<file path="config.mk">
export PLATFORM = sky130hd
export DESIGN_NAME = gpio_top_flat
export DESIGN_NICKNAME = d
export VERILOG_FILES = /design/src/logic/soc_pkg.sv /design/src/logic/slave_bus_if.sv /design/src/logic/gpio_top.sv /design/src/flat_wrapper.sv
export SDC_FILE = /design/constraint.sdc
export NUM_CORES = 1
export LEC_CHECK = 0
export BUFFER_PORTS_ARGS = -buffer_cell sky130_fd_sc_hd__buf_2
export CELL_PAD_IN_SITES_DETAIL_PLACEMENT = 2
export CELL_PAD_IN_SITES_GLOBAL_PLACEMENT = 2
export CORE_UTILIZATION = 32
export DETAILED_ROUTE_END_ITERATION = 10
export HOLD_SLACK_MARGIN = 0.06
export PLACE_DENSITY_LB_ADDON = 0.1
export SLEW_MARGIN = 10
export SYNTH_ARGS = -nofsm -noshare
export SYNTH_HDL_FRONTEND = slang
export SYNTH_SLANG_ARGS = --single-unit
</file>
<file path="constraint.sdc">
create_clock -name clk_i -period 3.7 [get_ports clk_i]
set_input_delay 0.555 -clock clk_i [delete_from_list [all_inputs] [get_ports clk_i]]
set_output_delay 0.555 -clock clk_i [all_outputs]
set_load 0.05 [all_outputs]
</file>
<file path="src/logic/soc_pkg.sv">
`default_nettype none

package soc_pkg;

    localparam int unsigned WINDOW_BITS = 12;

    typedef logic [31:0] word_t;
    typedef logic [31:0] addr_t;
    typedef logic [3:0] be_t;
    typedef logic [WINDOW_BITS-1:0] slave_addr_t;
    typedef logic [9:0] ram_word_addr_t;

    typedef enum logic {
        RAM_IDLE,
        RAM_ACK
    } ram_state_t;

    localparam addr_t RAM_BASE    = 32'h0000_0000;
    localparam addr_t GPIO_BASE   = 32'h1000_0000;
    localparam addr_t TICKER_BASE = 32'h1000_1000;

    localparam slave_addr_t GPIO_OUT_OFS = 12'h000;
    localparam slave_addr_t GPIO_IN_OFS  = 12'h004;

    localparam slave_addr_t TICK_COUNT_OFS = 12'h000;
    localparam slave_addr_t TICK_CMP_OFS   = 12'h004;
    localparam slave_addr_t TICK_CTRL_OFS  = 12'h008;
    localparam slave_addr_t TICK_STAT_OFS  = 12'h00C;

    // byte lane n of the result comes from new_w when be[n] is set
    function automatic word_t merge_bytes(word_t old_w, word_t new_w, be_t be);
        word_t res;
        res = old_w;
        for (int b = 0; b < 4; b++) begin
            if (be[b]) begin
                res[8*b +: 8] = new_w[8*b +: 8];
            end
        end
        return res;
    endfunction

endpackage

`default_nettype wire

</file>
<file path="src/logic/slave_bus_if.sv">
`timescale 1ns/1ps
`default_nettype none

interface slave_bus_if
    import soc_pkg::*;
();

    slave_addr_t address;    // local byte offset inside the window
    be_t         byteenable;
    word_t       wrdata;
    logic        read;
    logic        write;
    word_t       rddata;
    logic        stall;

    modport master (
        output address,
        output byteenable,
        output wrdata,
        output read,
        output write,
        input  rddata,
        input  stall
    );

    modport slave (
        input  address,
        input  byteenable,
        input  wrdata,
        input  read,
        input  write,
        output rddata,
        output stall
    );

endinterface

`default_nettype wire

</file>
<file path="src/logic/gpio_top.sv">
`timescale 1ns/1ps
`default_nettype none

module gpio_top
    import soc_pkg::*;
(
    input  wire logic  clk_i,
    input  wire logic  rst_n_i,
    slave_bus_if.slave bus_i,
    input  wire word_t gpio_i,
    output word_t      gpio_o
);

    word_t out_q;
    word_t meta_q;
    word_t in_q;

    always_ff @(posedge clk_i or negedge rst_n_i) begin
        if (!rst_n_i) begin
            out_q  <= '0;
            meta_q <= '0;
            in_q   <= '0;
        end else begin
            meta_q <= gpio_i; // pins are asynchronous to the bus clock
            in_q   <= meta_q;
            if (bus_i.write && bus_i.address == GPIO_OUT_OFS) begin
                out_q <= merge_bytes(out_q, bus_i.wrdata, bus_i.byteenable);
            end
        end
    end

    always_comb begin
        case (bus_i.address)
            GPIO_OUT_OFS: bus_i.rddata = out_q;
            GPIO_IN_OFS:  bus_i.rddata = in_q;
            default:      bus_i.rddata = '0;
        endcase
    end

    assign bus_i.stall = 1'b0;
    assign gpio_o      = out_q;

endmodule

`default_nettype wire

</file>
<file path="src/flat_wrapper.sv">
// flat-port wrapper written by rule: the top's interface ports become plain ports
module gpio_top_flat import soc_pkg::*;
  (clk_i, rst_n_i, gpio_i, gpio_o, bus_i_address, bus_i_byteenable, bus_i_wrdata, bus_i_read, bus_i_write, bus_i_rddata, bus_i_stall);
  slave_bus_if bus_i_i ();
  input  wire logic clk_i;
  input  wire logic rst_n_i;
  input  wire word_t gpio_i;
  output word_t gpio_o;
  input wire logic [$bits(bus_i_i.address)-1:0] bus_i_address;
  input wire logic [$bits(bus_i_i.byteenable)-1:0] bus_i_byteenable;
  input wire logic [$bits(bus_i_i.wrdata)-1:0] bus_i_wrdata;
  input wire logic [$bits(bus_i_i.read)-1:0] bus_i_read;
  input wire logic [$bits(bus_i_i.write)-1:0] bus_i_write;
  output wire logic [$bits(bus_i_i.rddata)-1:0] bus_i_rddata;
  output wire logic [$bits(bus_i_i.stall)-1:0] bus_i_stall;
  assign bus_i_i.address = bus_i_address;
  assign bus_i_i.byteenable = bus_i_byteenable;
  assign bus_i_i.wrdata = bus_i_wrdata;
  assign bus_i_i.read = bus_i_read;
  assign bus_i_i.write = bus_i_write;
  assign bus_i_rddata = bus_i_i.rddata;
  assign bus_i_stall = bus_i_i.stall;
  gpio_top u_core (.clk_i(clk_i), .rst_n_i(rst_n_i), .bus_i(bus_i_i), .gpio_i(gpio_i), .gpio_o(gpio_o));
endmodule
</file>
==> results_dict.tcl <==
set metrics [dict create \
    portBuffers 146 \
    fillCellCount 1076 \
    dieArea_mm2 0.0110 \
    cts_num_sinks 96 \
    num_rows 37 \
    p_sw_share_pct 23.6 \
    drcViolationCount 0 \
    status "completed" \
    p_per_area_mw_per_mm2 405 \
    clock.fmax_mhz 329 \
    p_int_mw 1.38 \
    grt_overflow_total 0 \
    cp-start-kind "input pin" \
    hold_path_class "in2reg" \
    wirelength_um 8310 \
    syn-mean-instance-area_um2 15.7 \
    numCtsBuffers 9 \
    worstPathCellList "buf_2, or4_1, or3_1, buf_4, nor2_1, buf_2" \
    dr.pass1.iters 4 \
    ant_nets 0 \
    slew_viol_final 0 \
    ir_drop_mv 0.169 \
    gp_congestion 0.672 \
    critPathMaxFanout 19 \
    grt_start_max_net_pins 72 \
    synthCells 217 \
    combPwrFrac_pct 5.9 \
    drtIter0Drc 38 \
    fin_crit_ns 3.04 \
    synthTopCellsByCount "96 x dfrtp_1, 32 x mux2i_1, 32 x nor2_1" \
    sequentialPowerShare_pct 60.6 \
    worst_pin_slew_ns 1.10 \
    synth_cell_types 13 \
    cp_data_required_time_ns 3.14 \
    wl_per_cell_um 16.4 \
    hpwl_um 6130 \
    crit_path_top_delay_cell "or4_1" \
    htree_levels 3 \
    cts_setup_buffers 0 \
    clkLatencyLatePin_ns 0.35 \
    leakage_nw 2.41 \
    cap_violations 0 \
    dpl.cell_count 491 \
    io_pins 149 \
    synth_top_area_share_pct 70.6 \
    die_h_um 105 \
    power.total_mw 1.81 \
    syn-num-nets 301 \
    hold_buffers 0 \
    synth.yosys.warnings 0 \
    hold_viol_final 0 \
    place_ws_ns 0.631 \
    vias 2289 \
    clk_pin_slew_worst_paths_ns 0.10 \
    grt_pass1_wl_um 13700 \
    cts_buffer_depth 2 \
    coreArea_mm2 0.0103 \
    async_reset_ff_share_pct 100 \
    cp.arrival_ns 2.48 \
    area_growth_pct 31.0 \
    setup_tns_ns 0 \
    synthesis.area_mm2 0.00340 \
    nets 450 \
    cts_tree "done" \
    clkPwrFrac_pct 33.5 \
    synth_edf_count 0 \
    clockRootBuffer "clkbuf_8" \
    dieWidth_um 105 \
    grt_pass1_vias 2586 \
    setup_violations 0 \
    skew_ns 0.00889 \
    yosysSeqAreaShare_pct 70.6 \
    synth_seq_cells 96 \
    synth.most_common_cell "dfrtp_1" \
    power.net_switching_uw 426 \
    relSlewSlack_pct 26.8 \
    drive_above_1_share_pct 53.6 \
    via_per_inst 4.51 \
    antenna_found_initial 0 \
    final_util_pct 43.2 \
    end_kind "output port" \
    setup_ws_ns 0.663 \
    final.period_utilization_pct 82.1 \
    crit_type "in2out" \
    synth.area.top_cells "dfrtp_1 71%, mux2_2 9.9%, mux2i_1 9.4%, nor2_1 3.5%, nor4_4 2.5%" \
    yosysTopAreaCell "dfrtp_1" \
    rsz0062_at_grt "no" \
    final_cells 507 \
    cts_resized 0 \
    initial_core_util_pct 32.9 \
    slowest_delay_ns 0.73 \
    synth_ff_type "dfrtp_1" \
    diodes 0 \
    grt_use_total_pct 16.3 \
    cpMostUsedCell "buf_2" \
]
[stage by stage]
step / hold slack [ns] / instance area (um^2)
2_1_floorplan: 0.259 / 3400
3_3_place_gp: 0.331 / 4280
3_5_place_dp: 0.336 / 4280
4_1_cts: 0.277 / 4460
5_1_grt: 0.271 / 4460
6_report: 0.302 / 4460
[state kept, by name (all words and copies together) (netlist names)]
register	cells
u_core.gpio_o	32
u_core.in_q	32
u_core.meta_q	32
[kinds of logic (layout without fill, tap and decap cells)]
| logic type | after synthesis | in the layout | synth area share (%) |
|---|---|---|---|
| buf+inv | 12 | 166 | 1.51 |
| other cells | 1 | 1 | 0.110 |
| flops | 96 | 96 | 70.6 |
| simple gates | 44 | 44 | 7.73 |
| mux | 64 | 64 | 20.0 |
[cell usage in the layout, fill, tap and decap left out, types with 2 or more instances in the layout]
cell type	Yosys	layout
or4_1	2	2
nand3b_1	4	4
nor4_4	4	4
or3_1	2	2
clkbuf_8	0	9
buf_2	2	145
mux2_1	2	2
nor2_1	32	32
clkinvlp_4	0	3
buf_4	1	5
dfrtp_1	96	96
mux2_2	30	30
mux2i_1	32	32
[worst paths after layout]
path,start,endpoint,slack (ns),cells after the start
worst max register to register,u_core.gpio_o[31],u_core.gpio_o[31],2.88,1
worst min register to register,u_core.meta_q[14],u_core.in_q[14],0.35,0
worst max-delay path,bus_i_address[9],bus_i_rddata[1],0.66,6
max in group asynchronous,rst_n_i,u_core.in_q[30],2.62,2
min in group asynchronous,rst_n_i,u_core.gpio_o[14],0.32,1
worst min-delay path,gpio_i[17],u_core.meta_q[17],0.30,1
[power groups by stage]
stage          clock network, mW  registers (mW)  logic, mW
2_1_floorplan                  0            1.11     0.0362
3_3_place_gp                   0            1.11      0.106
3_5_place_dp                   0            1.12      0.111
4_1_cts                    0.641            1.09      0.111
5_1_grt                    0.681            1.10      0.120
6_report                   0.605            1.09      0.107
[worst max-delay path: cells and delay by family]
kind	cells	cell delay, ns
buffers and inverters	3	0.60
AND/OR/NAND/NOR	3	1.32
[cell type report]
class,instances,area [um^2],area share [%]
clock inverters,6,45.0,1.01
clock buffers,10,128,2.86
repair buffers,150,763,17.1
multi-input cells,109,947,21.3
well taps,136,170,3.82
flip-flops and latches,96,2400,53.9
[routing by layer]
layer  part of all wire [%]  track usage (%)  vias to the layer above
met5                      0                0                        -
met4                    1.1             5.23                        0
met3                    6.2             4.49                        9
met2                     54             29.0                       85
met1                     39             18.9                     1165
li1                       -                -                     1030
Note: power is estimated with default switching activity, not from simulation.
