[src/logic/soc_pkg.sv]
`default_nettype none

package soc_pkg;

    localparam int unsigned WINDOW_BITS = 12;

    typedef logic [31:0] word_t;
    typedef logic [31:0] addr_t;
    typedef logic [3:0] be_t;
    typedef logic [WINDOW_BITS-1:0] slave_addr_t;
    typedef logic [9:0] ram_word_addr_t;

    typedef enum logic {
        RAM_IDLE,
        RAM_ACK
    } ram_state_t;

    localparam addr_t RAM_BASE    = 32'h0000_0000;
    localparam addr_t GPIO_BASE   = 32'h1000_0000;
    localparam addr_t TICKER_BASE = 32'h1000_1000;

    localparam slave_addr_t GPIO_OUT_OFS = 12'h000;
    localparam slave_addr_t GPIO_IN_OFS  = 12'h004;

    localparam slave_addr_t TICK_COUNT_OFS = 12'h000;
    localparam slave_addr_t TICK_CMP_OFS   = 12'h004;
    localparam slave_addr_t TICK_CTRL_OFS  = 12'h008;
    localparam slave_addr_t TICK_STAT_OFS  = 12'h00C;

    // byte lane n of the result comes from new_w when be[n] is set
    function automatic word_t merge_bytes(word_t old_w, word_t new_w, be_t be);
        word_t res;
        res = old_w;
        for (int b = 0; b < 4; b++) begin
            if (be[b]) begin
                res[8*b +: 8] = new_w[8*b +: 8];
            end
        end
        return res;
    endfunction

endpackage

`default_nettype wire

[src/logic/slave_bus_if.sv]
`timescale 1ns/1ps
`default_nettype none

interface slave_bus_if
    import soc_pkg::*;
();

    slave_addr_t address;    // local byte offset inside the window
    be_t         byteenable;
    word_t       wrdata;
    logic        read;
    logic        write;
    word_t       rddata;
    logic        stall;

    modport master (
        output address,
        output byteenable,
        output wrdata,
        output read,
        output write,
        input  rddata,
        input  stall
    );

    modport slave (
        input  address,
        input  byteenable,
        input  wrdata,
        input  read,
        input  write,
        output rddata,
        output stall
    );

endinterface

`default_nettype wire

[src/logic/ticker.sv]
`timescale 1ns/1ps
`default_nettype none

module ticker
    import soc_pkg::*;
(
    input  wire logic  clk_i,
    input  wire logic  rst_n_i,
    slave_bus_if.slave bus_i,
    output logic       irq_o
);

    word_t count_q;
    word_t cmp_q;
    logic  en_q;
    logic  pend_q;
    logic  loaded_q;
    logic  count_wr;
    logic  clear;
    logic  match;

    assign count_wr = bus_i.write && bus_i.address == TICK_COUNT_OFS;
    assign clear    = bus_i.write && bus_i.address == TICK_STAT_OFS
                      && bus_i.byteenable[0] && bus_i.wrdata[0];
    // a stopped counter only matches right after software loaded it
    assign match    = (count_q == cmp_q) && (en_q || loaded_q);

    always_ff @(posedge clk_i or negedge rst_n_i) begin
        if (!rst_n_i) begin
            count_q  <= '0;
            cmp_q    <= '0;
            en_q     <= 1'b0;
            pend_q   <= 1'b0;
            loaded_q <= 1'b0;
        end else begin
            loaded_q <= count_wr;
            if (count_wr) begin
                count_q <= merge_bytes(count_q, bus_i.wrdata, bus_i.byteenable);
            end else if (en_q) begin
                count_q <= count_q + 32'd1;
            end
            if (bus_i.write && bus_i.address == TICK_CMP_OFS) begin
                cmp_q <= merge_bytes(cmp_q, bus_i.wrdata, bus_i.byteenable);
            end
            if (bus_i.write && bus_i.address == TICK_CTRL_OFS && bus_i.byteenable[0]) begin
                en_q <= bus_i.wrdata[0];
            end
            if (match) begin
                pend_q <= 1'b1; // a fresh match beats a clear in the same cycle
            end else if (clear) begin
                pend_q <= 1'b0;
            end
        end
    end

    always_comb begin
        case (bus_i.address)
            TICK_COUNT_OFS: bus_i.rddata = count_q;
            TICK_CMP_OFS:   bus_i.rddata = cmp_q;
            TICK_CTRL_OFS:  bus_i.rddata = {31'd0, en_q};
            TICK_STAT_OFS:  bus_i.rddata = {31'd0, pend_q};
            default:        bus_i.rddata = '0;
        endcase
    end

    assign bus_i.stall = 1'b0;
    assign irq_o       = pend_q;

    a_no_pend_when_off: assert property (@(posedge clk_i) disable iff (!rst_n_i)
        $rose(pend_q) |-> ($past(en_q) || $past(loaded_q)));

endmodule

`default_nettype wire

[src/flat_wrapper.sv]
// flat-port wrapper written by rule: the top's interface ports become plain ports
module ticker_flat import soc_pkg::*;
  (clk_i, rst_n_i, irq_o, bus_i_address, bus_i_byteenable, bus_i_wrdata, bus_i_read, bus_i_write, bus_i_rddata, bus_i_stall);
  slave_bus_if bus_i_i ();
  input  wire logic clk_i;
  input  wire logic rst_n_i;
  output logic irq_o;
  input wire logic [$bits(bus_i_i.address)-1:0] bus_i_address;
  input wire logic [$bits(bus_i_i.byteenable)-1:0] bus_i_byteenable;
  input wire logic [$bits(bus_i_i.wrdata)-1:0] bus_i_wrdata;
  input wire logic [$bits(bus_i_i.read)-1:0] bus_i_read;
  input wire logic [$bits(bus_i_i.write)-1:0] bus_i_write;
  output wire logic [$bits(bus_i_i.rddata)-1:0] bus_i_rddata;
  output wire logic [$bits(bus_i_i.stall)-1:0] bus_i_stall;
  assign bus_i_i.address = bus_i_address;
  assign bus_i_i.byteenable = bus_i_byteenable;
  assign bus_i_i.wrdata = bus_i_wrdata;
  assign bus_i_i.read = bus_i_read;
  assign bus_i_i.write = bus_i_write;
  assign bus_i_rddata = bus_i_i.rddata;
  assign bus_i_stall = bus_i_i.stall;
  ticker u_core (.clk_i(clk_i), .rst_n_i(rst_n_i), .bus_i(bus_i_i), .irq_o(irq_o));
endmodule
[config.mk]
export PLATFORM = sky130hd
export DESIGN_NAME = ticker_flat
export DESIGN_NICKNAME = d
export VERILOG_FILES = /design/src/logic/soc_pkg.sv /design/src/logic/slave_bus_if.sv /design/src/logic/ticker.sv /design/src/flat_wrapper.sv
export SDC_FILE = /design/constraint.sdc
export NUM_CORES = 1
export LEC_CHECK = 0
export ABC_AREA = 1
export BUFFER_PORTS_ARGS = -buffer_cell sky130_fd_sc_hd__buf_2
export CORE_MARGIN = 4
export CORE_UTILIZATION = 61
export CTS_CLUSTER_SIZE = 14
export DETAILED_ROUTE_END_ITERATION = 12
export PLACE_DENSITY = 0.86
export SYNTH_ARGS = -nofsm -noshare
export SYNTH_HDL_FRONTEND = slang
export SYNTH_SLANG_ARGS = --single-unit
[constraint.sdc]
create_clock -name clk_i -period 2.6 [get_ports clk_i]
set_clock_uncertainty 0.15 [all_clocks]
set_input_delay 0.13 -clock clk_i [delete_from_list [all_inputs] [get_ports clk_i]]
set_output_delay 0.13 -clock clk_i [all_outputs]
set_load 0.1 [all_outputs]
==> metrics.md, run 1 <==
| Metric | Value |
|---|---|
| Outcome | `complete, no violations` |
| CP Data Required Time | `2.32 ns` |
| Post-synthesis net count | `801` |
| TritonCTS clock tree | `built` |
| Routed WL per cell | `15.9 um` |
| RR Endpoint | `u_core.count_q[20]$_DFFE_PN0P_` |
| Antenna Cells | `0` |
| CORE AREA | `7730 um2` |
| Asr flop ratio synth | `1.00` |
| Multi-input gate area | `2680 um2` |
| Main synth FF type | `dfrtp_1` |
| Minimum clock period | `2.26 ns` |
| Root Buffer | `clkbuf_8` |
| DP Worst Slack | `0.416 ns` |
| Fin Hold WS | `0.0136 ns` |
| Share of the synthesized area in the top cell type | `0.347` |
| Slack of the critical path | `0.345 ns` |
| EDFF count, synth | `0` |
| Antenna violations before repair | `0` |
| Commonest cells in the netlist | `289 x nand2_1, 79 x inv_1, 67 x dfrtp_1, 67 x nor2_1, 59 x nand3_1` |
| Drt first pass iters | `6` |
| Final Hold Vio Count | `0` |
| IO Pins | `86` |
| Most common cell in the netlist | `nand2_1` |
| Final period util | `0.867` |
| Share of layout cells above drive strength 1 | `0.160` |
| Seq. cell area | `1680 um2` |
| Drt via density | `5.73` |
| Crit. End Element | `output pin` |
| # H-tree levels | `3` |
| Fillcell total | `541` |
| Worst-margin pin slew | `0.542 ns` |
| Detailed placement HPWL | `10500 um` |
| Hold wc startpoint | `bus_i_address[3]` |
| Area Growth Syn to Fin | `29.4%` |
| Class of the worst hold path | `primary input to flip-flop` |
| WL final | `15400 um` |
| PortBufs | `83` |
| Hold depth | `4` |
| Crit path kind | `primary input to output pin` |
| Seq/Total Area, Yosys | `0.347` |
| Residual DRC | `0` |
| RSZ-0062 raised after global routing | `no` |
| Mapped Avg Cell Area | `6.47 um2` |
| Critical path arrival | `1.98 ns` |
| Leakage | `2.98 nW` |
| RD Place Congestion | `0.960` |
| Drt initial violations | `488` |
| Seq cells post-synth | `67` |
| Reg clk slew, reported paths | `0.07 ns` |
| Power share of the sequential group | `0.488` |
| Worst reg2reg setup slack | `0.54 ns` |
| Internal power | `1.63 mW` |
| Worst-skew pair later-pin latency | `0.35 ns` |
| Max Cap Viol | `0` |
| Leading cell types by total area after synthesis | `dfrtp_1 35%, nand2_1 22%, inv_1 6.1%` |
| Switch Pwr | `0.508 mW` |
| Die area | `9420 um2` |
| Pwr dens | `342 nW/um2` |
| Yosys cell types | `32` |
| Site row count | `32` |
| Post-Syn Instances | `748` |
| First-pass GRT wire length | `26100 um` |
| Hold endpoint | `u_core.irq_o$_DFFE_PN0P_` |
| Mapped Area | `4840 um2` |
| Maximum number of pins on one net before global-route repair | `39` |
| Longest Clk Path Bufs | `2` |
| Die X-Extent | `97.1 um` |
| Post-DRT Antenna Nets | `0` |
| TritonCTS buffer count | `9` |
| Fmax | `0.443 GHz` |
| Clock Sinks | `67` |
| Relative slew slack | `0.638` |
| Reg2reg start | `u_core.count_q[1]$_DFFE_PN0P_` |
| Worst R2R Path Depth | `10` |
| Gr usage total | `0.336` |
| Vias in the first global route | `5548` |
| Startpoint Class | `primary input` |
| Clock share of power | `0.438` |
| Crit Path Max Fanout | `24` |
| Yosys warnings | `0` |
| Worst vdd ir | `0.000255 V` |
| Leading area contributor after synthesis | `dfrtp_1` |
| Vias | `5533` |
| Switching share of power | `0.237` |
| Die height | `97.1 um` |
| Comb power frac | `0.074` |
| Final global-route overflow total | `0` |
| Pins Over Slew Limit | `0` |
| Setup-failing EPs final | `0` |
| Nets | `912` |
| Initial cell density of the core | `0.626` |
| Power after layout | `2.14 mW` |
[how the worst max path moves through the flow]
stage / start / end / slack [ns] / cells after the start
final: bus_i_address[11] / bus_i_rddata[1] / 0.34 / 9
after global routing: bus_i_address[11] / bus_i_rddata[5] / 0.24 / 9
after CTS: bus_i_address[11] / bus_i_rddata[1] / 0.39 / 9
after detailed placement: bus_i_address[11] / u_core.count_q[14]$_DFFE_PN0P_ / 0.42 / 10
after global placement: bus_i_address[11] / u_core.count_q[11]$_DFFE_PN0P_ / 0.51 / 10
after floorplan: bus_i_address[11] / bus_i_rddata[11] / -0.51 / 6
[layout by cell type (no fill, tap or decap), types with 17 or more instances in the layout]
cell type / n
o21ai_1: 32
buf_12: 29
buf_2: 54
xnor2_1: 17
inv_1: 79
o21ai_0: 47
dlygate4sd3_1: 34
nor2_1: 67
nand3_1: 59
nand2_1: 289
dfrtp_1: 67
[power groups by stage]
| stage | clock (mW) | combinational [mW] | sequential (mW) |
|---|---|---|---|
| global placement | 0 | 0.114 | 1.07 |
| global route | 0.997 | 0.174 | 1.05 |
| CTS | 0.935 | 0.155 | 1.05 |
| floorplan | 0 | 0.0440 | 1.07 |
| finish | 0.937 | 0.159 | 1.05 |
| detailed placement | 0 | 0.116 | 1.07 |
[metal layers]
layer | wire (um) | up-vias | GRT usage
li1 | - | 2576 | -
met5 | 0 | - | 0
met4 | 734 | 0 | 0.175
met1 | 5630 | 2499 | 0.407
met2 | 7610 | 380 | 0.574
met3 | 1410 | 78 | 0.0524
[flip-flops by register name, indices dropped and copies added, names as in the netlist]
name,cells
u_core.count_q,32
u_core.cmp_q,32
u_core.loaded_q,1
u_core.irq_o,1
u_core.en_q,1
[critical path: stages]
cell and delay [ns]:
buf_2 0.09, nor2_1 0.10, nand2_1 0.10, nor2_4 0.36, nand2_2 0.13, clkinv_2 0.40
nand2_1 0.13, nand2_1 0.10, buf_2 0.42
[through the flow]
| stage | util | TNS [ns] | instance area, um2 | instances |
|---|---|---|---|---|
| after floorplan | - | -4.05 | 4840 | 748 |
| after global routing | 0.810 | 0 | 6260 | 966 |
| after CTS | 0.810 | 0 | 6260 | 966 |
| after global placement | 0.739 | 0 | 5710 | 916 |
| final | 0.810 | 0 | 6260 | 966 |
| after detailed placement | 0.739 | 0 | 5710 | 916 |
[area by class of cell]
cell class | instances | area share
Sequential cell | 67 | 0.268
Multi-Input combinational cell | 571 | 0.428
Tap cell | 102 | 0.0204
Timing Repair Buffer | 123 | 0.197
Clock inverter | 4 | 0.00760
Clock buffer | 12 | 0.0264
Inverter | 87 | 0.0524
[timing repair]
action                    in CTS  in global routing
hold buffers                  34                  0
resized for setup              0                  0
setup buffers                  0                  0
hold endpoints to repair     113                  0
[kinds of logic (layout without fill, tap and decap cells)]
group           after synthesis  after routing  synth area share
xor+xnor                     26             26            0.0471
other cells                   1              1          0.000775
flops                        67             67             0.347
simple gates                447            447             0.398
buf+inv                     110            226            0.0998
fa+ha+maj                     1              1           0.00259
compound gates               96             96             0.106
No activity file was read; power rests on OpenSTA's default activity.
==> inputs of run 2 (changes only) <==
--- a/config.mk
+++ b/config.mk
@@ -11,7 +11,7 @@
 export CORE_UTILIZATION = 61
 export CTS_CLUSTER_SIZE = 14
 export DETAILED_ROUTE_END_ITERATION = 12
-export PLACE_DENSITY = 0.86
+export PLACE_DENSITY = 0.85
 export SYNTH_ARGS = -nofsm -noshare
 export SYNTH_HDL_FRONTEND = slang
 export SYNTH_SLANG_ARGS = --single-unit
==> run 2 against run 1 <==
  * First-iteration DRC count up 7.6%
  * Non-clock buffer count down 2
  * Maximum frequency down 2.5%
  * Worst setup slack worse by 0.059 ns
  * Critical endpoint is now bus_i_rddata[5]
  * Largest power group unchanged
  * Global-route usage down 1.3 points
  * Sequential power about the same
  * Die area unchanged
  * Sequential share of layout area up 0.15 points
  * Via count down 2.9%
  * Clock-buffer cell count unchanged
  * Utilization down 0.45 points
  * Highest routed layer unchanged
  * Clock power down 15%
==> metrics.md, run 2 (same netlist as run 1, synthesis figures left out) <==
| Metric | Value |
|---|---|
| Outcome | `complete, no violations` |
| Vias in the first global route | `5411 (-2.5%)` |
| Reg clk slew, reported paths | `0.07 ns (about the same)` |
| Max Cap Viol | `0 (unchanged)` |
| Setup-failing EPs final | `0 (unchanged)` |
| Met2 Usage GRT | `0.538 (-0.0356)` |
| Worst R2R Path Depth | `10 (unchanged)` |
| Residual DRC | `0 (unchanged)` |
| Gr usage total | `0.322 (-0.0130)` |
| Grt met3 use | `0.0797 (+0.0273)` |
| Hold depth | `4 (unchanged)` |
| Vias | `5371 (-2.9%)` |
| Worst-skew pair later-pin latency | `0.36 ns (about the same)` |
| Placed insts | `914 (-0.22%)` |
| Biggest regs | `u_core.cmp_q (32), u_core.count_q (32)` |
| Worst-margin pin slew | `0.783 ns (+0.241 ns)` |
| Drt via density | `5.58 (-2.5%)` |
| Class of the worst hold path | `primary input to flip-flop` |
| Crit. End Element | `output pin` |
| Worst vdd ir | `0.000238 V (-6.8%)` |
| Most frequent cells in the layout | `289 x nand2_1, 79 x inv_1, 67 x nor2_1, 67 x dfrtp_1, 59 x nand3_1` |
| # H-tree levels | `3 (unchanged)` |
| Drt initial violations | `525 (+7.6%)` |
| Die height | `97.1 um (unchanged)` |
| Hold endpoint | `u_core.irq_o$_DFFE_PN0P_` |
| Antenna Cells | `0 (unchanged)` |
| Post-CTS sizing | `0 (unchanged)` |
| CP Data Required Time | `2.32 ns (about the same)` |
| Crit path kind | `primary input to output pin` |
| Drt first pass iters | `5 (-1)` |
| Detailed placement HPWL | `10200 um (-2.6%)` |
| Crit Path Max Fanout | `24 (unchanged)` |
| TritonCTS buffer count | `9 (unchanged)` |
| Fin cells | `962 (-0.41%)` |
| Die area | `9420 um2 (unchanged)` |
| Commonest non-fill, non-tap cell in the layout | `nand2_1` |
| Clock Sinks | `67 (unchanged)` |
| Maximum number of pins on one net before global-route repair | `36 (-7.7%)` |
| PortBufs | `83 (unchanged)` |
| IO Pins | `86 (unchanged)` |
| Minimum clock period | `2.31 ns (+0.0587 ns)` |
| Nets | `910 (-0.22%)` |
| Final Hold Vio Count | `0 (unchanged)` |
| Pwr dens | `321 nW/um2 (-6.2%)` |
| Hold Buf Count CTS | `34 (unchanged)` |
| GR Util met1 | `0.381 (-0.0264)` |
| Routed WL per cell | `15.4 um (-3.4%)` |
| Root Buffer | `clkbuf_8` |
| Initial cell density of the core | `0.626 (unchanged)` |
| Critical path arrival | `2.03 ns (+0.05 ns)` |
| Fmax | `0.432 GHz (-2.5%)` |
| Share of layout cells above drive strength 1 | `0.155 (-0.00507)` |
| Hold wc startpoint | `bus_i_address[3]` |
| Reg2reg start | `u_core.count_q[1]$_DFFE_PN0P_` |
| Final global-route overflow total | `0 (unchanged)` |
| Relative slew slack | `0.478 (-0.160)` |
| RR Endpoint | `u_core.count_q[24]$_DFFE_PN0P_` |
| Startpoint Class | `primary input` |
| Worst reg2reg setup slack | `0.52 ns (-0.02 ns)` |
| Longest Clk Path Bufs | `2 (unchanged)` |
| Post-CTS setup buffers | `0 (unchanged)` |
| Total Neg Setup Slack | `0 ns (unchanged)` |
| Leakage | `2.96 nW (-0.69%)` |
| TritonCTS clock tree | `built` |
| WL final | `14800 um (-3.8%)` |
| Area Growth Syn to Fin | `28.7%` |
| Antenna violations before repair | `0 (unchanged)` |
| First-pass GRT wire length | `24900 um (-4.6%)` |
| Worst setup startpoint | `bus_i_address[11]` |
| Busiest layer in global routing | `met2` |
| Final period util | `0.890 (+0.0226)` |
| Pins Over Slew Limit | `0 (unchanged)` |
| RD Place Congestion | `0.914 (-4.8%)` |
| RSZ-0062 raised after global routing | `no` |
| Die X-Extent | `97.1 um (unchanged)` |
| Post-DRT Antenna Nets | `0 (unchanged)` |
| CORE AREA | `7730 um2 (unchanged)` |
| Site row count | `32 (unchanged)` |
| Power after layout | `2.00 mW (-6.7%)` |
## run 2: changes by cell type in the layout (fill, tap and decap cells not counted)
cell	delta
clkbuf_1	+1
clkinv_2	-1
buf_4	-4
buf_12	+2
bufinv_16	-1
clkbuf_8	-1
## run 2: critical path: stages
cell and delay (ns):
buf_2 0.10, nor2_1 0.11, nand2_1 0.10, nor2_4 0.25, nand2_2 0.29, clkinv_2 0.46
nand2_1 0.09, nand2_1 0.07, buf_2 0.42
## run 2: layer usage
metal / wire, um / vias to the layer above / part of all wire
met4: 684 / 0 / 0.046
met2: 7370 / 316 / 0.50
met1: 5490 / 2401 / 0.37
li1: - / 2577 / -
met3: 1260 / 77 / 0.085
met5: 0 / - / 0
## run 2: how the worst max path moves through the flow
stage,endpoint,slack [ns],cells past startpoint
final,bus_i_rddata[5],0.29,9
after global routing,bus_i_rddata[2],0.15,9
after CTS,bus_i_rddata[5],0.34,9
after detailed placement,bus_i_rddata[5],0.34,9
after global placement,bus_i_rddata[5],0.40,9
after floorplan,bus_i_rddata[11],-0.51,6
## run 2: cell type report
class | count | area (um2)
clock buffer | 12 | 155
clock inverter | 2 | 12.5
fill | 538 | 1500
inverter | 87 | 328
multi-input combinational | 571 | 2680
sequential | 67 | 1680
tap | 102 | 128
timing repair buffer | 121 | 1250
## run 2: power breakdown
part           switching [mW]  internal, mW  leakage [nW]  total (mW)
clock                   0.407         0.387        0.0843       0.794
sequential            0.00275          1.04         0.910        1.05
combinational          0.0852        0.0737          1.97       0.159
## run 2: through the flow
stage | hold WS, ns | setup slack [ns] | instance area [um2] | util
2_1_floorplan | -0.316 | -0.507 | 4840 | -
3_3_place_gp | 0.0997 | 0.404 | 5720 | 0.740
3_5_place_dp | 0.0948 | 0.341 | 5720 | 0.740
4_1_cts | 0.0264 | 0.338 | 6220 | 0.806
5_1_grt | 0.0243 | 0.152 | 6220 | 0.806
6_report | 0.0227 | 0.286 | 6220 | 0.806
