File: src/logic/soc_pkg.sv
`default_nettype none

package soc_pkg;

    localparam int unsigned WINDOW_BITS = 12;

    typedef logic [31:0] word_t;
    typedef logic [31:0] addr_t;
    typedef logic [3:0] be_t;
    typedef logic [WINDOW_BITS-1:0] slave_addr_t;
    typedef logic [9:0] ram_word_addr_t;

    typedef enum logic {
        RAM_IDLE,
        RAM_ACK
    } ram_state_t;

    localparam addr_t RAM_BASE    = 32'h0000_0000;
    localparam addr_t GPIO_BASE   = 32'h1000_0000;
    localparam addr_t TICKER_BASE = 32'h1000_1000;

    localparam slave_addr_t GPIO_OUT_OFS = 12'h000;
    localparam slave_addr_t GPIO_IN_OFS  = 12'h004;

    localparam slave_addr_t TICK_COUNT_OFS = 12'h000;
    localparam slave_addr_t TICK_CMP_OFS   = 12'h004;
    localparam slave_addr_t TICK_CTRL_OFS  = 12'h008;
    localparam slave_addr_t TICK_STAT_OFS  = 12'h00C;

    // byte lane n of the result comes from new_w when be[n] is set
    function automatic word_t merge_bytes(word_t old_w, word_t new_w, be_t be);
        word_t res;
        res = old_w;
        for (int b = 0; b < 4; b++) begin
            if (be[b]) begin
                res[8*b +: 8] = new_w[8*b +: 8];
            end
        end
        return res;
    endfunction

endpackage

`default_nettype wire

File: src/logic/slave_bus_if.sv
`timescale 1ns/1ps
`default_nettype none

interface slave_bus_if
    import soc_pkg::*;
();

    slave_addr_t address;    // local byte offset inside the window
    be_t         byteenable;
    word_t       wrdata;
    logic        read;
    logic        write;
    word_t       rddata;
    logic        stall;

    modport master (
        output address,
        output byteenable,
        output wrdata,
        output read,
        output write,
        input  rddata,
        input  stall
    );

    modport slave (
        input  address,
        input  byteenable,
        input  wrdata,
        input  read,
        input  write,
        output rddata,
        output stall
    );

endinterface

`default_nettype wire

File: src/logic/dbus.sv
`timescale 1ns/1ps
`default_nettype none

module dbus
    import soc_pkg::*;
(
    input  wire logic   clk_i,
    input  wire logic   rst_n_i,
    input  wire addr_t  master_address_i,
    input  wire be_t    master_byteenable_i,
    input  wire logic   master_read_i,
    input  wire logic   master_write_i,
    input  wire word_t  master_wrdata_i,
    output word_t       master_rddata_o,
    output logic        master_stall_o,
    slave_bus_if.master ram_o,
    slave_bus_if.master gpio_o,
    slave_bus_if.master ticker_o
);

    logic ram_hit;
    logic gpio_hit;
    logic ticker_hit;

    assign ram_hit    = master_address_i[31:WINDOW_BITS] == RAM_BASE[31:WINDOW_BITS];
    assign gpio_hit   = master_address_i[31:WINDOW_BITS] == GPIO_BASE[31:WINDOW_BITS];
    assign ticker_hit = master_address_i[31:WINDOW_BITS] == TICKER_BASE[31:WINDOW_BITS];

    assign ram_o.address    = master_address_i[WINDOW_BITS-1:0];
    assign ram_o.byteenable = master_byteenable_i;
    assign ram_o.wrdata     = master_wrdata_i;
    assign ram_o.read       = master_read_i & ram_hit;
    assign ram_o.write      = master_write_i & ram_hit;

    assign gpio_o.address    = master_address_i[WINDOW_BITS-1:0];
    assign gpio_o.byteenable = master_byteenable_i;
    assign gpio_o.wrdata     = master_wrdata_i;
    assign gpio_o.read       = master_read_i & gpio_hit;
    assign gpio_o.write      = master_write_i & gpio_hit;

    assign ticker_o.address    = master_address_i[WINDOW_BITS-1:0];
    assign ticker_o.byteenable = master_byteenable_i;
    assign ticker_o.wrdata     = master_wrdata_i;
    assign ticker_o.read       = master_read_i & ticker_hit;
    assign ticker_o.write      = master_write_i & ticker_hit;

    always_comb begin
        master_rddata_o = '0; // an unmapped access reads zero and never stalls
        master_stall_o  = 1'b0;
        if (ram_hit) begin
            master_rddata_o = ram_o.rddata;
            master_stall_o  = ram_o.stall;
        end else if (gpio_hit) begin
            master_rddata_o = gpio_o.rddata;
            master_stall_o  = gpio_o.stall;
        end else if (ticker_hit) begin
            master_rddata_o = ticker_o.rddata;
            master_stall_o  = ticker_o.stall;
        end
    end

    a_rw_exclusive: assert property (@(posedge clk_i) disable iff (!rst_n_i)
        !(master_read_i && master_write_i));

    a_one_slave: assert property (@(posedge clk_i) disable iff (!rst_n_i)
        $onehot0({ram_o.read | ram_o.write,
                  gpio_o.read | gpio_o.write,
                  ticker_o.read | ticker_o.write}));

endmodule

`default_nettype wire

File: src/flat_wrapper.sv
// flat-port wrapper written by rule: the top's interface ports become plain ports
module dbus_flat import soc_pkg::*;
  (clk_i, rst_n_i, master_address_i, master_byteenable_i, master_read_i, master_write_i, master_wrdata_i, master_rddata_o, master_stall_o, ram_o_address, ram_o_byteenable, ram_o_wrdata, ram_o_read, ram_o_write, ram_o_rddata, ram_o_stall, gpio_o_address, gpio_o_byteenable, gpio_o_wrdata, gpio_o_read, gpio_o_write, gpio_o_rddata, gpio_o_stall, ticker_o_address, ticker_o_byteenable, ticker_o_wrdata, ticker_o_read, ticker_o_write, ticker_o_rddata, ticker_o_stall);
  slave_bus_if ram_o_i ();
  slave_bus_if gpio_o_i ();
  slave_bus_if ticker_o_i ();
  input  wire logic clk_i;
  input  wire logic rst_n_i;
  input  wire addr_t master_address_i;
  input  wire be_t master_byteenable_i;
  input  wire logic master_read_i;
  input  wire logic master_write_i;
  input  wire word_t master_wrdata_i;
  output word_t master_rddata_o;
  output logic master_stall_o;
  output wire logic [$bits(ram_o_i.address)-1:0] ram_o_address;
  output wire logic [$bits(ram_o_i.byteenable)-1:0] ram_o_byteenable;
  output wire logic [$bits(ram_o_i.wrdata)-1:0] ram_o_wrdata;
  output wire logic [$bits(ram_o_i.read)-1:0] ram_o_read;
  output wire logic [$bits(ram_o_i.write)-1:0] ram_o_write;
  input wire logic [$bits(ram_o_i.rddata)-1:0] ram_o_rddata;
  input wire logic [$bits(ram_o_i.stall)-1:0] ram_o_stall;
  output wire logic [$bits(gpio_o_i.address)-1:0] gpio_o_address;
  output wire logic [$bits(gpio_o_i.byteenable)-1:0] gpio_o_byteenable;
  output wire logic [$bits(gpio_o_i.wrdata)-1:0] gpio_o_wrdata;
  output wire logic [$bits(gpio_o_i.read)-1:0] gpio_o_read;
  output wire logic [$bits(gpio_o_i.write)-1:0] gpio_o_write;
  input wire logic [$bits(gpio_o_i.rddata)-1:0] gpio_o_rddata;
  input wire logic [$bits(gpio_o_i.stall)-1:0] gpio_o_stall;
  output wire logic [$bits(ticker_o_i.address)-1:0] ticker_o_address;
  output wire logic [$bits(ticker_o_i.byteenable)-1:0] ticker_o_byteenable;
  output wire logic [$bits(ticker_o_i.wrdata)-1:0] ticker_o_wrdata;
  output wire logic [$bits(ticker_o_i.read)-1:0] ticker_o_read;
  output wire logic [$bits(ticker_o_i.write)-1:0] ticker_o_write;
  input wire logic [$bits(ticker_o_i.rddata)-1:0] ticker_o_rddata;
  input wire logic [$bits(ticker_o_i.stall)-1:0] ticker_o_stall;
  assign ram_o_address = ram_o_i.address;
  assign ram_o_byteenable = ram_o_i.byteenable;
  assign ram_o_wrdata = ram_o_i.wrdata;
  assign ram_o_read = ram_o_i.read;
  assign ram_o_write = ram_o_i.write;
  assign ram_o_i.rddata = ram_o_rddata;
  assign ram_o_i.stall = ram_o_stall;
  assign gpio_o_address = gpio_o_i.address;
  assign gpio_o_byteenable = gpio_o_i.byteenable;
  assign gpio_o_wrdata = gpio_o_i.wrdata;
  assign gpio_o_read = gpio_o_i.read;
  assign gpio_o_write = gpio_o_i.write;
  assign gpio_o_i.rddata = gpio_o_rddata;
  assign gpio_o_i.stall = gpio_o_stall;
  assign ticker_o_address = ticker_o_i.address;
  assign ticker_o_byteenable = ticker_o_i.byteenable;
  assign ticker_o_wrdata = ticker_o_i.wrdata;
  assign ticker_o_read = ticker_o_i.read;
  assign ticker_o_write = ticker_o_i.write;
  assign ticker_o_i.rddata = ticker_o_rddata;
  assign ticker_o_i.stall = ticker_o_stall;
  dbus u_core (.clk_i(clk_i), .rst_n_i(rst_n_i), .master_address_i(master_address_i), .master_byteenable_i(master_byteenable_i), .master_read_i(master_read_i), .master_write_i(master_write_i), .master_wrdata_i(master_wrdata_i), .master_rddata_o(master_rddata_o), .master_stall_o(master_stall_o), .ram_o(ram_o_i), .gpio_o(gpio_o_i), .ticker_o(ticker_o_i));
endmodule
File: config.mk
export PLATFORM = sky130hd
export DESIGN_NAME = dbus_flat
export DESIGN_NICKNAME = d
export VERILOG_FILES = /design/src/logic/soc_pkg.sv /design/src/logic/slave_bus_if.sv /design/src/logic/dbus.sv /design/src/flat_wrapper.sv
export SDC_FILE = /design/constraint.sdc
export NUM_CORES = 1
export LEC_CHECK = 0
export CAP_MARGIN = 20
export CELL_PAD_IN_SITES_DETAIL_PLACEMENT = 0
export CELL_PAD_IN_SITES_GLOBAL_PLACEMENT = 1
export CORE_AREA = 2 2 137 139
export DETAILED_ROUTE_END_ITERATION = 16
export DIE_AREA = 0 0 139 141
export DONT_BUFFER_PORTS = 1
export PLACE_DENSITY = 0.39
export SYNTH_ARGS = -nofsm -noshare
export SYNTH_HDL_FRONTEND = slang
export SYNTH_SLANG_ARGS = --single-unit
File: constraint.sdc
create_clock -name vclk -period 2.39
set_clock_uncertainty 0.2 [all_clocks]
set_input_delay 0.478 -clock vclk [all_inputs]
set_output_delay 0.478 -clock vclk [all_outputs]
set_load 0.005 [all_outputs]
==> flow_summary.yaml, run 1 <==
finish:
  regArea_sq_um: 0
  final_util_pct: 7.45
  drive_above_1_share_pct: 19.7
  n_clock_buffer: 0
  multi_input_area_sq_um: 955
  nets: 305
  fillCellCount: 2153
  final_cell_mix: "mux2i_1 (33), a2bb2oi_1 (33), nor3_1 (27)"
  stdcell_area_sq_um: 1360
  nFlopsAndLatches: 0
  area_growth_pct: -36.1
  fin_cells: 366
  insertedDiodeCount: 0
worst_setup_path:
  worst-path-buf-inv: 2
  slowest_delay_ps: 550
  end_kind: "output port"
  critPathSlowestCell: "or4_4"
  worstSetupPathType: "in2out"
  worstPathMaxFanout: 24
  required_ps: 1710
  cp-start-kind: "input pin"
  cp_top_family: "simple AND/OR/NAND/NOR gates"
  path_cells: "or4_4 > buf_12 > nor4_2 > buf_4"
  arrival_ps: 1640
run_status:
  status: "complete, no violations"
routing:
  viasPerCell: 3.54
  first_pass_iters: 4
  wl_per_cell_microns: 15.6
  vias: 1295
  routed_wl_microns: 5730
  drc: 0
  drt-initial-drc-count: 47
  ant_nets: 0
place:
  pre_cts_slack_ps: -2.62
  dp_cells: 366
  placed_area_sq_um: 1350
  port_buffers: 0
  gp_congestion: 0.670
  hpwlAfterDp_microns: 4710
sta:
  slew_headroom_pct: 79.4
  min_period_ps: 2320
  max_freq_mhz: 432
  final_max_slew_viol_count: 0
  period_share_pct: 96.9
  setup_viol: 0
  timing.hold.ws_ps: 756
  final_hold_viol_count: 0
  tns_ps: 0
  worst_pin_slew_ps: 307
  timing.final.ws_setup_ps: 74.4
  rsz0062_at_grt: "true"
power_and_ir_drop:
  switching_share_pct: 38.5
  seqPwrFrac_pct: 0
  pwr-share-clk_pct: 0
  ir_drop_mv: 0.0263
  power_density_nw_per_um2: 95.7
  p_leak_nw: 0.398
  power_mw: 0.130
  internal-power_mw: 0.0801
  combPwrFrac_pct: 100.0
  p_switching_mw: 0.0501
die:
  ioPinCount: 354
  dieWidth_microns: 139
  start_util_pct: 11.7
  die_h_microns: 141
  coreArea_sq_um: 18300
  rows: 50
  die-area_sq_um: 19600
global_route:
  grt_max_degree: 40
  grt_pass1_vias: 1430
  grt_pass1_wl_microns: 8180
  antenna_found_initial: 0
  gr-total-overflow: 0
  grt.total_usage_pct: 5.23
job:
  maxCapViolCount: 0
yosys:
  syn_area_per_cell_sq_um: 7.52
  synth_nets: 454
  post_synth_num_cell_types: 16
  syn-cell-area_sq_um: 2130
  yosysWarnings: 0
  syn_inst: 283
  yosysSeqAreaShare_pct: 0
worst_hold_path:
  hold_class: "in2out"
cts:
  postCtsSetupRepairBufs: 0
-- cell type report --
cell class,instances,area share [%]
Multi-Input combinational cell,119,70.1
Tap cell,234,21.5
Timing Repair Buffer,13,8.36
-- per-layer routing --
layer | up-vias | track usage, % | part of all wire, %
met5 | - | 0 | 0
met4 | 0 | 4.15 | 8.0
met3 | 55 | 1.02 | 11
met2 | 126 | 9.72 | 50
met1 | 571 | 5.06 | 31
li1 | 543 | - | -
-- timing repair --
action | 4_1_cts | 5_1_grt
pin swaps | 0 | 1
setup endpoints to repair | 1 | 2
hold buffers | 0 | 0
cloned | 0 | 0
resized for setup | 1 | 2
-- synth_stat cells --
cell	number	area share, %
buf_4	146	51
a2bb2oi_1	33	14
mux2i_1	33	16
nor3_1	27	6.3
nor3_2	10	4.7
clkbuf_1	8	1.4
buf_2	7	1.6
nor4_1	5	1.5
nand2_1	4	0.70
buf_6	2	1.1
nand3_1	2	0.47
nor2_1	2	0.35
and2_1	1	0.29
buf_1	1	0.18
nand4_1	1	0.29
or4_4	1	0.53
-- logic make-up (layout without fill, tap and decap cells) --
| group | count (synthesis) | after routing | synth area share, % |
|---|---|---|---|
| buf+inv | 164 | 13 | 55.8 |
| mux | 33 | 33 | 15.5 |
| compound gates | 33 | 33 | 13.6 |
| simple gates | 53 | 53 | 15.2 |
-- power groups by stage --
| stage | logic [mW] | clock network, mW | registers, mW |
|---|---|---|---|
| global route | 0.143 | 0 | 0 |
| finish | 0.130 | 0 | 0 |
| CTS | 0.133 | 0 | 0 |
| global placement | 0.128 | 0 | 0 |
| detailed placement | 0.132 | 0 | 0 |
| floorplan | 0.328 | 0 | 0 |
-- worst paths after layout --
kind	startpoint	end	cells past startpoint	slack [ps]
setup / recovery	master_address_i[29]	gpio_o_read	4	70
hold / removal	master_address_i[2]	gpio_o_address[2]	0	760
No activity file was read; power rests on OpenSTA's default activity.
==> run 2, diff against run 1 <==
--- a/config.mk
+++ b/config.mk
@@ -7,2 +7,3 @@
 export LEC_CHECK = 0
+export ABC_AREA = 1
 export CAP_MARGIN = 20
@@ -14,3 +15,3 @@
 export DONT_BUFFER_PORTS = 1
-export PLACE_DENSITY = 0.39
+export PLACE_DENSITY = 0.43
 export SYNTH_ARGS = -nofsm -noshare
==> constraint.sdc (replaced) <==
create_clock -name vclk -period 2.39
set_clock_uncertainty 0.2 [all_clocks]
set_input_delay 0.1195 -clock vclk [all_inputs]
set_output_delay 0.1195 -clock vclk [all_outputs]
set_load 0.005 [all_outputs]
==> run 2 against run 1 <==
Critical path depth rose by 4. Sequential cell count did not move. Critical endpoint is now master_rddata_o[22]. Utilization rose by 1.9 points. Sequential share of layout area did not move.
==> flow_summary.yaml, run 2 <==
global_route:
  gr-total-overflow: 0
  grt_pass1_vias: 1838
  grt_max_degree: 39
  grt_pass1_wl_microns: 10900
  grt.total_usage_pct: 7.02
  antenna_found_initial: 0
yosys:
  synth.most_common_cell: "buf_4"
  syn-cell-area_sq_um: 2550
  synth_nets: 574
  post_synth_num_cell_types: 16
  yosys.area.top_type: "buf_4"
  netlist_top_cells_area: "buf_4 (42%), nand4_1 (16%), or2_0 (8.1%)"
  syn_inst: 403
  syn_area_per_cell_sq_um: 6.34
  yosysSeqAreaShare_pct: 0
  synthSimpleGateAreaFrac_pct: 45.4
  synth_compound_area_share_pct: 0
  synthMuxAreaShare_pct: 0
  synth_top_family_by_area: "buffers and inverters"
  synth_xor_area_share_pct: 0
  yosys.area_share.adder_pct: 0
  synth_top_area_share_pct: 42.3
  yosysWarnings: 0
  synth_common_cells: "buf_4 (144), nand4_1 (66), nand2_1 (38)"
finish:
  final_cell_mix: "nand4_1 (66), nand2_1 (38), inv_1 (36)"
  final_util_pct: 9.36
  layout_commonest_cell: "nand4_1"
  fin_cells: 477
  area_growth_pct: -33.0
  nFlopsAndLatches: 0
  insertedDiodeCount: 0
  multi_input_area_sq_um: 1160
  drive_above_1_share_pct: 15.2
  fillCellCount: 2183
  n_clock_buffer: 0
  nets: 416
  regArea_sq_um: 0
cts:
  cts_resized: 0
  postCtsSetupRepairBufs: 0
  cts-hold-fix-buffers: 0
place:
  pre_cts_slack_ps: 621
  hpwlAfterDp_microns: 5990
  dp_cells: 477
  port_buffers: 0
  gp_congestion: 0.689
sta:
  rsz0062_at_grt: "false"
  min_period_ps: 1710
  worst_pin_slew_ps: 452
  slew_headroom_pct: 69.8
  timing.final.ws_setup_ps: 680
  period_share_pct: 71.5
  setup_viol: 0
  tns_ps: 0
  final_hold_viol_count: 0
  max_freq_mhz: 585
  final_max_slew_viol_count: 0
power_and_ir_drop:
  ir_drop_mv: 0.00979
  power_mw: 0.0283
  power_density_nw_per_um2: 16.5
  p_leak_nw: 0.887
routing:
  wl_per_cell_microns: 15.8
  vias: 1837
  viasPerCell: 3.85
  ant_nets: 0
  drt-initial-drc-count: 51
  drc: 0
  first_pass_iters: 6
  routed_wl_microns: 7520
die:
  ioPinCount: 354
  dieWidth_microns: 139
  coreArea_sq_um: 18300
  rows: 50
  die-area_sq_um: 19600
  start_util_pct: 14.0
  die_h_microns: 141
worst_setup_path:
  cpMostUsedCell: "nand2_1"
  worstSetupPathType: "in2out"
  slowest_delay_ps: 330
  worstPathMaxFanout: 35
  arrival_ps: 1390
  path_cells: "nor2_1 > nand2_1 > nor2_4 > nand3_4 > buf_4 > or2_0 > nand2_1 > inv_1"
  cp-start-kind: "input pin"
  end_kind: "output port"
  critPathSlowestCell: "nor2_4"
  required_ps: 2070
worst_hold_path:
  hold_class: "in2out"
run_status:
  status: "complete, no violations"
job:
  maxCapViolCount: 0
-- run 2: stage by stage --
stage | instance area, sq um | hold WS (ps)
2_1_floorplan | 2550 | 120
3_3_place_gp | 1710 | 39.1
3_5_place_dp | 1710 | 39.1
4_1_cts | 1710 | 39.1
5_1_grt | 1710 | 39.0
6_report | 1710 | 39.0
-- run 2: layout make-up --
cell class | count | area share (%)
inverter | 39 | 8.56
timing repair buffer | 10 | 6.58
tap | 234 | 17.1
multi-input combinational | 194 | 67.7
-- run 2: metal layers --
layer | track usage [%] | vias to the layer above | routed length, microns
met5 | 0 | - | 0
met2 | 13.8 | 117 | 3960
met3 | 1.63 | 41 | 640
li1 | - | 854 | -
met4 | 3.30 | 0 | 383
met1 | 6.94 | 825 | 2530
-- run 2: critical path: cells and delay by family --
kind,cells,cell delay [ps]
buffers and inverters,2,320
AND/OR/NAND/NOR,6,940
-- run 2: cell families after synthesis --
| logic type | count (synthesis) |
|---|---|
| buffers and inverters | 209 |
| and+or+nand+nor | 194 |
-- run 2: final timing paths --
check	slack (ps)	cells after the start	start	endpoint
hold / removal	40	0	master_wrdata_i[19]	gpio_o_wrdata[19]
setup / recovery	680	8	master_address_i[21]	master_rddata_o[22]
-- run 2: where the power goes --
part / internal, mW / switching, mW
clock network: 0 / 0
registers: 0 / 0
logic: 0.00769 / 0.0206
==> run 3, diff against run 2 <==
clock period = 1.75 ns   (was 2.39 ns; I/O delays follow)
==> run 3 against run 2 <==
Worst hold slack better by 62 ps. Cell count is 11% higher. Combinational power grew to 6.9 times the previous value. Non-clock buffer count is 49 higher. Via count is 14% higher. Total power grew to 6.9 times the previous value. Critical path type unchanged. Largest cell class unchanged.
==> flow_summary.yaml, run 3 (synthesized netlist as in run 2, its figures left out) <==
global_route:
  grt_pass1_wl_microns: 11200
  grt_pass1_vias: 2101
  grt_max_degree: 39
  antenna_found_initial: 2
  gr-total-overflow: 0
  grt.total_usage_pct: 7.15
worst_setup_path:
  worstSetupPathType: "in2out"
  required_ps: 1460
  end_kind: "output port"
  worstSetupEndpoint: "master_rddata_o[3]"
  path_cells: "nor2_1 > nand2_1 > nor2_4 > buf_4 > nand4_1 > nand3_1 > nand2_1 > inv_1"
  critPathSlowestCell: "buf_4"
  cp-start-kind: "input pin"
  worstPathMaxFanout: 30
  cpMostUsedCell: "nand2_1"
  slowest_delay_ps: 360
  arrival_ps: 1260
  critical_path.startpoint: "master_address_i[21]"
routing:
  viasPerCell: 3.96
  first_pass_iters: 4
  routed_wl_microns: 7810
  vias: 2090
  wl_per_cell_microns: 14.8
  drc: 0
  ant_nets: 0
  drt-initial-drc-count: 75
sta:
  worst_pin_slew_ps: 343
  rsz0062_at_grt: "false"
  max_freq_mhz: 648
  period_share_pct: 88.1
  final_hold_viol_count: 0
  setup_viol: 0
  min_period_ps: 1540
  final_max_slew_viol_count: 0
  tns_ps: 0
  slew_headroom_pct: 77.1
die:
  die_h_microns: 141
  dieWidth_microns: 139
  die-area_sq_um: 19600
  rows: 50
  ioPinCount: 354
  start_util_pct: 14.0
  coreArea_sq_um: 18300
finish:
  area_growth_pct: -12.2
  layout_commonest_cell: "nand4_1"
  drive_above_1_share_pct: 13.0
  stdcell_area_sq_um: 2240
  n_clock_buffer: 0
  nFlopsAndLatches: 0
  final_cell_mix: "nand4_1 (66), dlygate4sd3_1 (48), nand2_1 (38)"
  fin_cells: 528
  nets: 465
  regArea_sq_um: 0
place:
  hpwlAfterDp_microns: 5890
  gp_congestion: 0.700
  dp_cells: 478
  placed_area_sq_um: 1760
  port_buffers: 0
run_status:
  status: "complete, no violations"
worst_hold_path:
  hold_class: "in2out"
power_and_ir_drop:
  power_density_nw_per_um2: 87.4
  p_leak_nw: 1.10
  ir_drop_mv: 0.0568
cts:
  postCtsSetupRepairBufs: 0
  cts_resized: 0
  cts-hold-fix-buffers: 48
job:
  maxCapViolCount: 0
[run 3: final cells by class]
cell class                 count  area (sq um)
fill                        2123         16000
multi-input combinational    194          1160
timing repair buffer          59           638
tap                          234           293
inverter                      39           146
antenna                        2          5.00
[run 3: worst min-delay path by stage]
stage / slack, ps / end / startpoint / cells past startpoint
4_1_cts: 100 / gpio_o_write / master_write_i / 2
2_1_floorplan: 60 / gpio_o_address[0] / master_address_i[0] / 1
5_1_grt: 120 / ram_o_write / master_write_i / 2
3_3_place_gp: -20 / gpio_o_wrdata[23] / master_wrdata_i[23] / 0
6_report: 100 / gpio_o_write / master_write_i / 2
3_5_place_dp: -20 / gpio_o_wrdata[23] / master_wrdata_i[23] / 0
[run 3: report_power, final]
| group | switching, mW | internal [mW] | leakage [nW] |
|---|---|---|---|
| combinational | 0.109 | 0.0873 | 1.10 |
| sequential | 0 | 0 | 0 |
| clock | 0 | 0.000000153 | 0.0000127 |
[run 3: metrics by stage]
stage                     util [%]  hold slack (ps)  power [mW]  setup slack, ps
final                         12.3              101       0.196              207
after CTS                     12.2              102       0.198              166
after floorplan                  -             55.8       0.294              435
after global placement        9.61            -24.9      0.0452              174
after detailed placement      9.61            -24.9      0.0452              164
after global routing          12.3              120       0.217             17.5
[run 3: critical path: cells and delay by family]
family / cells / cell delay (ps)
AND/OR/NAND/NOR: 6 / 730
buffers and inverters: 2 / 430
[run 3: per-layer routing]
metal / wire [microns] / vias to the layer above / track usage (%)
met5: 0 / - / 0
met4: 243 / 0 / 2.60
met3: 716 / 12 / 1.12
met2: 4280 / 181 / 14.9
met1: 2580 / 945 / 7.04
li1: - / 952 / -
